**src/rtl/bpu_settings.svh**
```systemverilog
`ifndef BPU_SETTINGS_SVH
`define BPU_SETTINGS_SVH

// instructions fetched per cycle
`define BPU_N 2

// global history width, also the width of every table index
`define BPU_HISTORY_BITS 4

// entries in each of the three prediction tables
`define BPU_PHT_SZ 16

// direct-mapped target buffer sets
`define BPU_BTB_SETS 8

`define BPU_ADDR_BITS 32

// in-flight branch records
`define BPU_BS_DEPTH 8

`endif

```
**src/rtl/bpu_pkg.sv**
```systemverilog
`default_nettype none

`include "bpu_settings.svh"

package bpu_pkg;

    // instruction address
    typedef logic [`BPU_ADDR_BITS-1:0] addr_t;

    // global branch history, newest outcome in bit 0
    typedef logic [`BPU_HISTORY_BITS-1:0] bhr_t;

    // saturating counter, upper bit is the prediction
    typedef logic [1:0] two_bit_t;

    // how one branch was predicted, carried until it resolves
    typedef struct packed {
        logic                         gshare_predict_taken;
        logic                         simple_predict_taken;
        logic [`BPU_HISTORY_BITS-1:0] meta_idx;
        logic [`BPU_HISTORY_BITS-1:0] gshare_idx;
        bhr_t                         bhr_state;
    } bp_packet_t;

    // fetch request for one aligned group
    typedef struct packed {
        logic  valid;
        addr_t pc;
    } fetch_group_t;

    // execute's outcome for the oldest branch
    typedef struct packed {
        logic  valid;
        logic  actual_taken;
        addr_t actual_target;
    } resolve_t;

    // one branch stack record
    typedef struct packed {
        addr_t      pc;
        logic       predicted_taken;
        addr_t      predicted_target;
        bp_packet_t packet;
    } bs_entry_t;

    // target buffer write on a taken resolve
    typedef struct packed {
        logic  valid;
        addr_t pc;
        addr_t target;
    } btb_update_t;

endpackage

`default_nettype wire

```
**src/rtl/branch_target_buffer.sv**
```systemverilog
`default_nettype none

`include "bpu_settings.svh"

module branch_target_buffer (
    input  logic                                  clock,
    input  logic                                  reset,
    input  bpu_pkg::addr_t      [`BPU_N-1:0]      pcs,
    input  bpu_pkg::btb_update_t                  btb_update,
    output logic                [`BPU_N-1:0]      btb_hits,
    output bpu_pkg::addr_t      [`BPU_N-1:0]      btb_targets
);

    localparam int IDX_BITS = $clog2(`BPU_BTB_SETS);
    // word offset sits below the index
    localparam int TAG_BITS = `BPU_ADDR_BITS - IDX_BITS - 2;

    logic [`BPU_BTB_SETS-1:0] set_valid;
    logic [TAG_BITS-1:0]      set_tag    [`BPU_BTB_SETS];
    bpu_pkg::addr_t           set_target [`BPU_BTB_SETS];

    logic [IDX_BITS-1:0] wr_idx;
    logic [TAG_BITS-1:0] wr_tag;

    assign wr_idx = btb_update.pc[IDX_BITS+1:2];
    assign wr_tag = btb_update.pc[`BPU_ADDR_BITS-1:IDX_BITS+2];

    // one lookup port per fetch slot
    always_comb begin
        logic [IDX_BITS-1:0] rd_idx;
        logic [TAG_BITS-1:0] rd_tag;
        rd_idx = '0;
        rd_tag = '0;
        for (int i = 0; i < `BPU_N; i++) begin
            rd_idx = pcs[i][IDX_BITS+1:2];
            rd_tag = pcs[i][`BPU_ADDR_BITS-1:IDX_BITS+2];
            btb_hits[i]    = set_valid[rd_idx] && (set_tag[rd_idx] == rd_tag);
            btb_targets[i] = set_target[rd_idx];
        end
    end

    // valid bits are control state
    always_ff @(posedge clock) begin
        if (reset) begin
            set_valid <= '0;
        end else if (btb_update.valid) begin
            set_valid[wr_idx] <= 1'b1;
        end
    end

    // tag and target payload, written with the valid bit
    always_ff @(posedge clock) begin
        if (btb_update.valid) begin
            set_tag[wr_idx]    <= wr_tag;
            set_target[wr_idx] <= btb_update.target;
        end
    end

endmodule

`default_nettype wire

```
**src/rtl/branch_slot_order.sv**
```systemverilog
`default_nettype none

`include "bpu_settings.svh"

module branch_slot_order (
    input  logic [`BPU_N-1:0]              btb_hits,
    input  logic [`BPU_N-1:0]              branches_taken,
    output logic [`BPU_N-1:0][`BPU_N-1:0]  branch_gnt_bus,
    output logic [`BPU_N-1:0]              final_branch_gnt_line,
    output logic                           no_branches_fetched,
    output logic [`BPU_N-1:0]              keep_slots
);

    assign no_branches_fetched = ~|btb_hits;

    // row j marks the slot of the j-th branch in address order
    // depends on hits only, so the predictor can use it before it knows any outcome
    always_comb begin
        int rank;
        rank = 0;
        branch_gnt_bus = '0;
        for (int i = 0; i < `BPU_N; i++) begin
            if (btb_hits[i]) begin
                branch_gnt_bus[rank][i] = 1'b1;
                rank = rank + 1;
            end
        end
    end

    // walk the hits in order until the first taken one
    // the last hit visited ends the group
    always_comb begin
        logic cut;
        cut = 1'b0;
        final_branch_gnt_line = '0;
        keep_slots = '0;
        for (int i = 0; i < `BPU_N; i++) begin
            if (btb_hits[i] && !cut) begin
                final_branch_gnt_line    = '0;
                final_branch_gnt_line[i] = 1'b1;
                keep_slots[i]            = 1'b1;
                cut                      = branches_taken[i];
            end
        end
    end

endmodule

`default_nettype wire

```
**src/rtl/tournament_predictor.sv**
```systemverilog
`default_nettype none

`include "bpu_settings.svh"

module tournament_predictor (
    input  logic                                      clock,
    input  logic                                      reset,
    input  bpu_pkg::addr_t      [`BPU_N-1:0]          pcs_out,
    input  logic                                      fetch_valid,
    input  logic                [`BPU_N-1:0][`BPU_N-1:0] branch_gnt_bus,
    input  logic                [`BPU_N-1:0]          final_branch_gnt_line,
    input  logic                                      no_branches_fetched,
    input  logic                [`BPU_N-1:0]          btb_hits,
    output bpu_pkg::bp_packet_t [`BPU_N-1:0]          bp_packets,
    output logic                [`BPU_N-1:0]          branches_taken,
    input  bpu_pkg::bp_packet_t                       bs_bp_packet,
    input  logic                                      resolving_valid_branch,
    input  logic                                      actual_taken,
    input  logic                                      mispred,
    input  logic                                      stack_full
);

    localparam int HB = `BPU_HISTORY_BITS;

    bpu_pkg::two_bit_t gshare_pht [`BPU_PHT_SZ];
    bpu_pkg::two_bit_t simple_pht [`BPU_PHT_SZ];
    bpu_pkg::two_bit_t meta_pht   [`BPU_PHT_SZ];
    bpu_pkg::two_bit_t next_gshare_pht [`BPU_PHT_SZ];
    bpu_pkg::two_bit_t next_simple_pht [`BPU_PHT_SZ];
    bpu_pkg::two_bit_t next_meta_pht   [`BPU_PHT_SZ];

    bpu_pkg::bhr_t                bhr;
    bpu_pkg::bhr_t                next_bhr;
    bpu_pkg::bhr_t   [`BPU_N-1:0] assigned_bhrs;

    // saturating step toward the requested direction
    function automatic bpu_pkg::two_bit_t step_counter(input bpu_pkg::two_bit_t count,
                                                       input logic up);
        step_counter = count;
        if (up && count != 2'd3) begin
            step_counter = count + 2'd1;
        end else if (!up && count != 2'd0) begin
            step_counter = count - 2'd1;
        end
    endfunction

    // the j-th branch of the group sees the history shifted by j,
    // standing in for the outcomes of the older branches in the group
    always_comb begin
        assigned_bhrs = '0;
        for (int i = 0; i < `BPU_N; i++) begin
            for (int j = 0; j < `BPU_N; j++) begin
                if (branch_gnt_bus[j][i]) begin
                    assigned_bhrs[i] = bhr << j;
                end
            end
        end
    end

    // speculative history after this group, from its final branch
    always_comb begin
        next_bhr = bhr;
        if (!no_branches_fetched) begin
            for (int i = 0; i < `BPU_N; i++) begin
                if (final_branch_gnt_line[i]) begin
                    next_bhr = {assigned_bhrs[i][HB-2:0], branches_taken[i]};
                end
            end
        end
    end

    // train on resolve first, so a same-cycle fetch already sees the new counters
    always_comb begin
        logic gshare_right;
        logic simple_right;
        next_gshare_pht = gshare_pht;
        next_simple_pht = simple_pht;
        next_meta_pht   = meta_pht;
        gshare_right = (actual_taken == bs_bp_packet.gshare_predict_taken);
        simple_right = (actual_taken == bs_bp_packet.simple_predict_taken);
        if (resolving_valid_branch) begin
            next_gshare_pht[bs_bp_packet.gshare_idx] =
                step_counter(gshare_pht[bs_bp_packet.gshare_idx], actual_taken);
            next_simple_pht[bs_bp_packet.meta_idx] =
                step_counter(simple_pht[bs_bp_packet.meta_idx], actual_taken);
            // chooser only moves when exactly one table was right
            if (gshare_right != simple_right) begin
                next_meta_pht[bs_bp_packet.meta_idx] =
                    step_counter(meta_pht[bs_bp_packet.meta_idx], gshare_right);
            end
        end
    end

    // per-slot lookup and packet
    always_comb begin
        logic [HB-1:0] pc_idx;
        logic [HB-1:0] gs_idx;
        pc_idx = '0;
        gs_idx = '0;
        bp_packets = '0;
        for (int i = 0; i < `BPU_N; i++) begin
            // bits 5:2 of each slot address
            pc_idx = pcs_out[i][HB+1:2];
            gs_idx = pc_idx ^ assigned_bhrs[i];
            bp_packets[i].gshare_predict_taken = next_gshare_pht[gs_idx][1];
            bp_packets[i].simple_predict_taken = next_simple_pht[pc_idx][1];
            bp_packets[i].meta_idx             = pc_idx;
            bp_packets[i].gshare_idx           = gs_idx;
            bp_packets[i].bhr_state            = assigned_bhrs[i];
            // chooser upper bit set selects gshare
            branches_taken[i] = btb_hits[i] && (next_meta_pht[pc_idx][1] ?
                bp_packets[i].gshare_predict_taken : bp_packets[i].simple_predict_taken);
        end
    end

    always_ff @(posedge clock) begin
        if (reset) begin
            bhr <= '0;
            for (int i = 0; i < `BPU_PHT_SZ; i++) begin
                gshare_pht[i] <= 2'd2;
                simple_pht[i] <= 2'd1;
                meta_pht[i]   <= 2'd1;
            end
        end else begin
            // repair from the resolving branch beats a speculative update
            if (resolving_valid_branch && mispred) begin
                bhr <= {bs_bp_packet.bhr_state[HB-2:0], actual_taken};
            end else if (fetch_valid && !stack_full) begin
                bhr <= next_bhr;
            end
            gshare_pht <= next_gshare_pht;
            simple_pht <= next_simple_pht;
            meta_pht   <= next_meta_pht;
        end
    end

endmodule

`default_nettype wire

```
**src/rtl/branch_stack.sv**
```systemverilog
`default_nettype none

`include "bpu_settings.svh"

module branch_stack (
    input  logic                                  clock,
    input  logic                                  reset,
    input  bpu_pkg::fetch_group_t                 fetch,
    input  logic                [`BPU_N-1:0]      keep_slots,
    input  logic                [`BPU_N-1:0]      branches_taken,
    input  bpu_pkg::addr_t      [`BPU_N-1:0]      btb_targets,
    input  bpu_pkg::bp_packet_t [`BPU_N-1:0]      bp_packets,
    input  bpu_pkg::resolve_t                     resolve,
    output bpu_pkg::bp_packet_t                   bs_bp_packet,
    output logic                                  resolving_valid_branch,
    output logic                                  actual_taken,
    output logic                                  mispred,
    output bpu_pkg::addr_t                        redirect_pc,
    output bpu_pkg::btb_update_t                  btb_update,
    output bpu_pkg::addr_t                        next_pc,
    output logic                                  stack_full
);

    localparam int PTR_BITS  = $clog2(`BPU_BS_DEPTH);
    localparam int CNT_BITS  = $clog2(`BPU_BS_DEPTH + 1);
    localparam int PUSH_BITS = $clog2(`BPU_N + 1);

    bpu_pkg::bs_entry_t entries [`BPU_BS_DEPTH];
    logic [PTR_BITS-1:0] head;
    logic [PTR_BITS-1:0] tail;
    logic [CNT_BITS-1:0] count;

    bpu_pkg::bs_entry_t                oldest;
    logic                              accept;
    logic                              pop;
    logic [`BPU_N-1:0]                 push_en;
    logic [`BPU_N-1:0][PTR_BITS-1:0]   push_ptr;
    bpu_pkg::bs_entry_t [`BPU_N-1:0]   push_data;
    logic [PUSH_BITS-1:0]              push_count;

    // a whole group must fit
    assign stack_full = count > CNT_BITS'(`BPU_BS_DEPTH - `BPU_N);

    // resolution of the oldest entry
    assign oldest                 = entries[head];
    assign resolving_valid_branch = resolve.valid && (count != '0);
    assign actual_taken           = resolving_valid_branch && resolve.actual_taken;
    assign bs_bp_packet           = oldest.packet;
    assign mispred = resolving_valid_branch &&
        ((oldest.predicted_taken != resolve.actual_taken) ||
         (resolve.actual_taken && oldest.predicted_target != resolve.actual_target));
    assign redirect_pc = !resolving_valid_branch ? '0 :
        resolve.actual_taken ? resolve.actual_target : oldest.pc + 32'd4;

    // every taken resolve refreshes the target buffer
    assign btb_update.valid  = actual_taken;
    assign btb_update.pc     = oldest.pc;
    assign btb_update.target = resolve.actual_target;

    // a mispredict flush drops this cycle's fetch
    assign accept = fetch.valid && !stack_full && !mispred;
    assign pop    = resolving_valid_branch && !mispred;

    // redirect fetch to the first predicted-taken slot
    always_comb begin
        logic found;
        found   = 1'b0;
        next_pc = fetch.pc + 32'd8;
        for (int i = 0; i < `BPU_N; i++) begin
            if (branches_taken[i] && !found) begin
                next_pc = btb_targets[i];
                found   = 1'b1;
            end
        end
    end

    // kept slots get consecutive places from the tail, oldest first
    always_comb begin
        logic [PTR_BITS-1:0] slot_ptr;
        slot_ptr   = tail;
        push_count = '0;
        for (int i = 0; i < `BPU_N; i++) begin
            push_en[i]                    = accept && keep_slots[i];
            push_ptr[i]                   = slot_ptr;
            push_data[i].pc               = fetch.pc + bpu_pkg::addr_t'(4 * i);
            push_data[i].predicted_taken  = branches_taken[i];
            push_data[i].predicted_target = btb_targets[i];
            push_data[i].packet           = bp_packets[i];
            if (push_en[i]) begin
                slot_ptr   = slot_ptr + PTR_BITS'(1);
                push_count = push_count + PUSH_BITS'(1);
            end
        end
    end

    always_ff @(posedge clock) begin
        for (int i = 0; i < `BPU_N; i++) begin
            if (push_en[i]) begin
                entries[push_ptr[i]] <= push_data[i];
            end
        end
    end

    always_ff @(posedge clock) begin
        if (reset || mispred) begin
            head  <= '0;
            tail  <= '0;
            count <= '0;
        end else begin
            head  <= head + PTR_BITS'(pop);
            tail  <= tail + PTR_BITS'(push_count);
            count <= count + CNT_BITS'(push_count) - CNT_BITS'(pop);
        end
    end

endmodule

`default_nettype wire

```
**src/rtl/fetch_predict_unit.sv**
```systemverilog
`default_nettype none

`include "bpu_settings.svh"

module fetch_predict_unit (
    input  logic                               clock,
    input  logic                               reset,
    input  bpu_pkg::fetch_group_t              fetch,
    input  bpu_pkg::resolve_t                  resolve,
    output logic               [`BPU_N-1:0]    branches_taken,
    output bpu_pkg::addr_t                     next_pc,
    output logic                               mispred,
    output bpu_pkg::addr_t                     redirect_pc,
    output logic                               stack_full
);

    bpu_pkg::addr_t       [`BPU_N-1:0]             pcs;
    logic                 [`BPU_N-1:0]             btb_hits;
    bpu_pkg::addr_t       [`BPU_N-1:0]             btb_targets;
    logic                 [`BPU_N-1:0][`BPU_N-1:0] branch_gnt_bus;
    logic                 [`BPU_N-1:0]             final_branch_gnt_line;
    logic                                          no_branches_fetched;
    logic                 [`BPU_N-1:0]             keep_slots;
    bpu_pkg::bp_packet_t  [`BPU_N-1:0]             bp_packets;
    bpu_pkg::bp_packet_t                           bs_bp_packet;
    logic                                          resolving_valid_branch;
    logic                                          actual_taken;
    bpu_pkg::btb_update_t                          btb_update;

    // consecutive word addresses of the group
    always_comb begin
        for (int i = 0; i < `BPU_N; i++) begin
            pcs[i] = fetch.pc + bpu_pkg::addr_t'(4 * i);
        end
    end

    branch_target_buffer btb_i (
        .clock, .reset, .pcs, .btb_update, .btb_hits, .btb_targets
    );

    branch_slot_order order_i (
        .btb_hits, .branches_taken, .branch_gnt_bus, .final_branch_gnt_line,
        .no_branches_fetched, .keep_slots
    );

    tournament_predictor predictor_i (
        .clock, .reset, .pcs_out(pcs), .fetch_valid(fetch.valid), .branch_gnt_bus,
        .final_branch_gnt_line, .no_branches_fetched, .btb_hits, .bp_packets,
        .branches_taken, .bs_bp_packet, .resolving_valid_branch, .actual_taken,
        .mispred, .stack_full
    );

    branch_stack stack_i (
        .clock, .reset, .fetch, .keep_slots, .branches_taken, .btb_targets,
        .bp_packets, .resolve, .bs_bp_packet, .resolving_valid_branch,
        .actual_taken, .mispred, .redirect_pc, .btb_update, .next_pc, .stack_full
    );

endmodule

`default_nettype wire

```
**config.mk**
```make
export PLATFORM = sky130hd
export DESIGN_NAME = fetch_predict_unit
export DESIGN_NICKNAME = d
export VERILOG_FILES = /design/src/rtl/bpu_pkg.sv /design/src/rtl/branch_target_buffer.sv /design/src/rtl/branch_slot_order.sv /design/src/rtl/tournament_predictor.sv /design/src/rtl/branch_stack.sv /design/src/rtl/fetch_predict_unit.sv
export VERILOG_INCLUDE_DIRS = /design/src /design/src/rtl
export SDC_FILE = /design/constraint.sdc
export NUM_CORES = 2
export LEC_CHECK = 0
export ABC_CLOCK_PERIOD_IN_PS = 12200
export BUFFER_PORTS_ARGS = -buffer_cell sky130_fd_sc_hd__buf_2
export CAP_MARGIN = 20
export CORE_UTILIZATION = 40
export CTS_BUF_LIST = sky130_fd_sc_hd__clkbuf_4 sky130_fd_sc_hd__clkbuf_8 sky130_fd_sc_hd__clkbuf_16
export DETAILED_ROUTE_END_ITERATION = 6
export SETUP_SLACK_MARGIN = 0.1
export SLEW_MARGIN = 20
export SYNTH_ARGS = -nofsm -noshare
export SYNTH_HDL_FRONTEND = slang
export SYNTH_SLANG_ARGS = --single-unit
```
**constraint.sdc**
```tcl
create_clock -name clock -period 12.2 [get_ports clock]
set_input_delay 2.44 -clock clock [delete_from_list [all_inputs] [get_ports clock]]
set_output_delay 2.44 -clock clock [all_outputs]
set_load 0.02 [all_outputs]
```
* Yosys cells after proc, flatten, opt, wreduce, memory -nomap -nowiden *
Memories as Yosys holds them, arrays and structs flattened. A register that Yosys moved wholly into a read port is not among the register bits.
Index checks and enable logic that the tools add are counted.

storage, ports and cells
  flip-flop bits (word level) = 118
  bits in writable memories = 1104
  bits of input ports = 69
  output and inout port bits = 68
  logic and storage cells = 238
  memories = 3

memory list
  name              depth  width  rd ports  clocked after memory_dff  wr ports  line                        text
  stack_i.entries   8      79     1         1                         2         branch_stack.sv:28          bpu_pkg::bs_entry_t entries [`BPU_BS_DEPTH];
  btb_i.set_target  8      32     2         0                         1         branch_target_buffer.sv:20  bpu_pkg::addr_t set_target [`BPU_BTB_SETS];
  btb_i.set_tag     8      27     2         0                         1         branch_target_buffer.sv:19  logic [TAG_BITS-1:0] set_tag [`BPU_BTB_SETS];

operators by class
  $add $sub $neg = 15
  $lt $le $gt $ge = 15
  equal/unequal tests = 10
  mux-type cells = 89
  bitwise gates (word level) = 10
  reductions and logical operators = 43

operators by type and width
  kind                                                                           number
  32-bit 2-to-1 mux                                                              8
  32-bit bitwise mux                                                             3
  2-bit binary-select mux with 4-bit select                                      9
  2-bit 2-to-1 mux                                                               33
  32-bit by 3-bit adder with 32-bit output (second input constant)               2
  27-bit == test                                                                 2
  4-bit 2-to-1 mux                                                               10
  32-bit by 4-bit adder with 32-bit output (second input constant)               1
  32-bit inequality test                                                         1
  5-bit >= comparator (second input constant)                                    6
  4-bit inverter with 5-bit output                                               6
  1-bit logical AND                                                              26
  1-bit 2-to-1 mux                                                               18
  2-bit demux with 4-bit select                                                  2
  3-bit by 4-bit less-than comparator with 1-bit output (second input constant)  3
  5-bit by 1-bit less-than comparator with 1-bit output (second input constant)  2
  2-bit nonzero test                                                             5
  8-bit OR                                                                       1
  4-bit XOR                                                                      2
  2-bit by 1-bit adder with 2-bit output (second input constant)                 3
  1-bit binary-select mux with 3-bit select                                      2
  1-bit logical NOT                                                              6
  3-bit 2-to-1 mux                                                               2
  2-bit inequality test (second input constant)                                  3
  21 further kinds                                                               26

* Depth between registers and ports, before layout *
  depth after elaboration = 28
  depth in mapped cells = 39
  mapped depth without buffers = 29

* Cells and area by module *
Synthesis repeated with hierarchy kept, for this count alone.

unflattened totals
  cells, all modules = 4753
  area, all modules = 66382.4 µm²

by module, submodules not included
  module                times used  cells an instance  area an instance (µm²)  seq. area each (µm²)
  branch_stack          1           2723               36466.2                 19178.4
  branch_target_buffer  1           1044               22241.3                 14333.7
  tournament_predictor  1           894                7036.7                  2001.9
  fetch_predict_unit    1           81                 565.5                   0.0
  branch_slot_order     1           11                 72.6                    0.0

* Least setup slack after synthesis *
No wires, ideal clock.

  path kind = input-to-reg
  start point = input port fetch[2] in the netlist's numbering
  end point = memory stack_i.entries[1][0] in the netlist's numbering, enable pin
  library setup time = 0.616 ns
  arrival time = 10.272 ns
  data required time = 11.584 ns
  path slack = 1.313 ns
  stages = 14
  buffers on the path = 5
  cell sequence = buf_6 > buf_2 > mux4_2 > mux2i_1 > xnor2_1 > o2111ai_1 > nor2_1 > and4_1 > buf_2 > buf_4 > o2111a_1 > buf_2 > nand2_1 > o31ai_1

RTL lines
  element             line                     text
  start: declaration  fetch_predict_unit.sv:8  input bpu_pkg::fetch_group_t fetch,
  end: declaration    branch_stack.sv:28

* Worst setup path in the final report *
  start point = input port fetch[2] in the netlist's numbering
  end point = output port next_pc[8]

between the ends
  word-level cells in the longest chain between the ends = 21
  elaborated cells between the ends (all ways) = 58
  classes of those cells = add/sub (2); order compare (2); eq/ne (2); mux (36); bitwise (7); reduce/logical (7); memory (2)

RTL lines
  element                                                                            line                      text
  branches (longest 20 deep; another with 32-bit by 3-bit adder with 32-bit output)  n/a
  32-bit 2-to-1 mux *                                                                branch_stack.sv:70        if (branches_taken[i] && !found) begin
  end: declaration                                                                   fetch_predict_unit.sv:11  output bpu_pkg::addr_t next_pc,

Mark *: on every way between the ends. The select of a mux whose other input is x is not followed.

==> flow_summary.yaml <==
run_status:
  status: "finished, violations left"
  violations: "DRC"
synthesis:
  synth_top_area_share: 0.5047
  syn-num-nets: 5013
  async_reset_ff_frac: 0
  synth_area_leader_cell: "edfxtp_1"
  ys_ff_latch: 1182
  synth_compound_area_frac: 0.07678
  synth.distinct_cells: 107
  synth_edf_count: 1064
  synth_xor_area_frac: 0.05377
  synth-warning-count: 0
  synth_fa_ha_area_frac: 0.005573
  synthSimpleGateAreaFrac: 0.09377
  synth_top_family_by_area: "multiplexers"
  synthTopCellsByArea: "edfxtp_1 (50%), mux4_2 (12%), mux2i_1 (5.6%), xnor2_1 (4.0%), dfxtp_1 (3.7%)"
  synth_area_um2: 63310
  synth_ff_type: "edfxtp_1"
  muxShareOfSynthArea: 0.1936
  syn_inst: 4917
  syn_area_per_cell_um2: 12.88
  seq_area_frac_synth: 0.5420
hold_path:
  min_path_type: "reg2reg"
clock_network:
  insertion_delay_ns: 0.80
  tritoncts: "yes"
  clockBufferDepth: 3
  cts_buffers: 132
  cts.repair.resized: 0
  cts_sinks: 1182
  post_cts_buffers: 0
  ctsHtreeMaxLevel: 4
  cts-root-buf: "clkbuf_16"
  hold_buffers: 0
  clkTransAtPathRegs_ns: 0.06
sta:
  setup_violations: 0
  tightest_slew_ns: 1.216
  min_period_ns: 11.25
  maxSlewViolCount: 0
  hold_viol: 0
  rsz0062_at_grt: "no"
  finalCritPeriodShare: 0.9225
  finalSetupTns_ns: 0
  relSlewSlack: 0.1886
  fmaxAchievable_mhz: 88.85
  fin_skew_ns: 0.05454
die:
  rows: 145
  die_area_um2: 159900
  num_io_pins: 137
  initial_core_util: 0.4039
  die_w_um: 399.8
  core_um2: 156800
  die_h_um: 399.8
critical_path:
  crit_chain: "buf_8, ha_4, buf_4, mux4_2, mux2i_1, xnor2_1, nor4b_2, nand3_1, nor4_4, buf_4, a31oi_1, nor2_1, o211ai_1, a32oi_4, a31o_4, o21ai_1, o21ai_1, buf_2"
  cp.required_ns: 9.76
  path_class: "in2out"
  cpMaxStageDelayCell: "ha_4"
  cp.arrival_ns: 8.81
  path_buf_inv: 4
  worstSetupStartpointType: "input pin"
  critPathMaxFanout: 41
  max_stage_delay_ns: 0.89
  cp_top_family: "compound AO/OA/AOI/OAI gates"
  endpoint_kind: "primary output"
global_route:
  grt_max_degree: 129
  grt_pass1_vias: 42020
  antenna_found_initial: 15
  use_met2: 0.4158
  grtUsageMet3: 0.04668
  grt.total_usage: 0.2642
  grt_pass1_wl_um: 303400
  busiest_layer: "met2"
  use_met1: 0.3548
  grt_overflow: 0
finish:
  fill_cells: 14050
  fin_nets: 5032
  final_area_um2: 70310
  syn_to_final_growth_pct: 11.05
  final_core_util: 0.4485
  drive_gt1_frac: 0.1949
place:
  dpl_cell_area_um2: 66020
  dpl.hpwl_um: 135900
  io_buffers: 136
  place.gp.congestion: 0.9561
detailed_routing:
  drc_errors: 14
  vias: 43860
  drt_iter0_markers: 5953
  drtAntennaViolNets: 0
  wl_um: 212400
  wl_per_cell_um: 29.91
  vias_per_cell: 6.175
  drt-pass1-iter-count: 7
power:
  seqPwrFrac: 0.465
  p_sw_mw: 2.513
  pwr-share-clk: 0.414
  leakagePower_nw: 23.21
  combPwrFrac: 0.121
  powerDensity_nw_per_um2: 137.1
  switching_share: 0.2607
  p_int_mw: 7.128
  ir_drop_v: 0.0001562
flow_run:
  max_cap_viol_count: 0
-- sequential cells by signal (all words and copies together), names as in the netlist, named ones only --
register / flops
btb_i.set_tag: 216
stack_i.head: 3
predictor_i.bhr: 4
stack_i.tail: 3
predictor_i.simple_pht: 16
stack_i.entries: 592
btb_i.set_valid: 8
btb_i.set_target: 256
stack_i.count: 4
predictor_i.meta_pht: 16
predictor_i.gshare_pht: 16
-- power by group through the flow --
stage	combinational (mW)	clock (mW)	sequential, mW
final	1.17	3.99	4.48
after global routing	1.24	4.16	4.49
after CTS	1.15	4.02	4.48
after detailed placement	1.15	0	4.57
after global placement	1.14	0	4.57
after floorplan	0.791	0	4.55
-- worst paths after layout --
check | from | to | slack (ns) | cells after the start
setup / recovery | fetch[2] | next_pc[8] | 0.95 | 18
hold / removal | flip-flop | flip-flop | 0.48 | 2
setup reg to reg | stack_i.head[0]$_SDFF_PP0_ | stack_i.entries[0][47]$_DFFE_PP_ | 3.42 | 16
hold reg to reg | flip-flop | flip-flop | 0.48 | 2
-- area by class of cell --
| type | instances | area [um^2] | share of cell area |
|---|---|---|---|
| multi-input combinational | 3290 | 27040 | 0.3846 |
| clock buffer | 163 | 3561 | 0.05065 |
| antenna | 7 | 17.52 | 0.0002491 |
| sequential | 1182 | 34320 | 0.4882 |
| tap | 2058 | 2575 | 0.03662 |
| inverter | 62 | 235.2 | 0.003346 |
| clock inverter | 73 | 691.9 | 0.009841 |
| timing repair buffer | 268 | 1862 | 0.02648 |
-- placed cells by master (no fill, tap or decap), types with 14 or more instances in the layout --
| cell | synthesis | final |
|---|---|---|
| and2_1 | 27 | 26 |
| xor2_1 | 85 | 83 |
| inv_1 | 58 | 58 |
| clkbuf_4 | 0 | 27 |
| edfxtp_1 | 1064 | 1064 |
| nand2b_1 | 26 | 26 |
| dfxtp_1 | 118 | 115 |
| buf_12 | 0 | 14 |
| o21ai_1 | 50 | 50 |
| mux2i_1 | 355 | 354 |
| mux4_2 | 350 | 350 |
| ha_1 | 25 | 24 |
| xnor2_1 | 287 | 286 |
| buf_4 | 36 | 120 |
| a211oi_1 | 19 | 19 |
| o2bb2ai_1 | 21 | 21 |
| nor2_1 | 552 | 545 |
| nand4_1 | 26 | 26 |
| clkbuf_16 | 0 | 132 |
| a21oi_1 | 415 | 415 |
| nor4_1 | 22 | 22 |
| o211ai_1 | 44 | 44 |
| clkinv_1 | 1 | 29 |
| a22oi_1 | 52 | 52 |
| buf_2 | 122 | 133 |
| o21ai_0 | 52 | 52 |
| mux2_2 | 65 | 65 |
| nand2_1 | 419 | 417 |
| and3_1 | 37 | 37 |
| a31oi_1 | 17 | 17 |
| nand3_1 | 60 | 60 |
| nor3_1 | 47 | 45 |
| clkinv_2 | 0 | 15 |
-- cell usage after synthesis, types with 7 or more instances --
cell	count
o211ai_1	44
buf_1	48
inv_1	58
nand4_1	26
ha_1	25
a211oi_1	19
a21oi_1	415
nand2_1	419
a31oi_1	17
nor2b_1	14
a32oi_1	9
o31ai_1	13
mux4_2	350
buf_4	36
clkbuf_1	147
xnor2_1	287
o2bb2ai_1	21
a22oi_1	52
xor2_1	85
nand3_1	60
or3_1	9
mux2i_1	355
o21ai_0	52
nand2b_1	26
nor4_1	22
dfxtp_1	118
buf_2	122
nor2_1	552
mux2_2	65
o21ai_1	50
and3_1	37
and4_1	14
o21a_1	7
edfxtp_1	1064
o22ai_1	12
a21o_1	7
nor3_1	47
and2_1	27
buf_6	27
-- stage by stage --
stage	setup WS, ns	cells	hold WS (ns)	power [mW]
finish	0.9457	7103	0.4751	9.641
floorplan	1.313	4917	0.4520	5.343
global route	0.5979	7101	0.5057	9.887
global placement	1.060	6860	0.4623	5.704
detailed placement	1.051	6860	0.4673	5.718
CTS	1.037	7096	0.4757	9.657
-- worst reg2reg max path, stage by stage, from the launching register on --
cell,delay [ns]
dfxtp_4,0.69
buf_4,0.47
buf_4,0.62
buf_4,0.72
mux4_2,0.62
mux2i_1,0.17
xnor2_1,0.15
nor4_1,0.58
nand4_1,0.43
o31ai_2,0.88
o2111a_1,0.51
and2b_1,0.22
a21oi_1,0.08
o21ai_1,0.29
and4_4,0.90
a31o_4,0.73
buf_12,0.39
-- metal layers --
metal  share of wire  up-vias  routed length (um)
met4           0.050        4               10650
met2            0.46     2440               98110
met5         0.00013        -                  27
met3           0.095      490               20170
met1            0.39    22280               83470
li1                -    18640                   -
-- logic make-up after synthesis --
| kind of cell | Yosys count |
|---|---|
| compound gates | 797 |
| flops | 1182 |
| mux | 775 |
| buf+inv | 445 |
| xor+xnor | 379 |
| fa+ha+maj | 27 |
| simple gates | 1312 |
No activity file was read; power rests on OpenSTA's default activity.
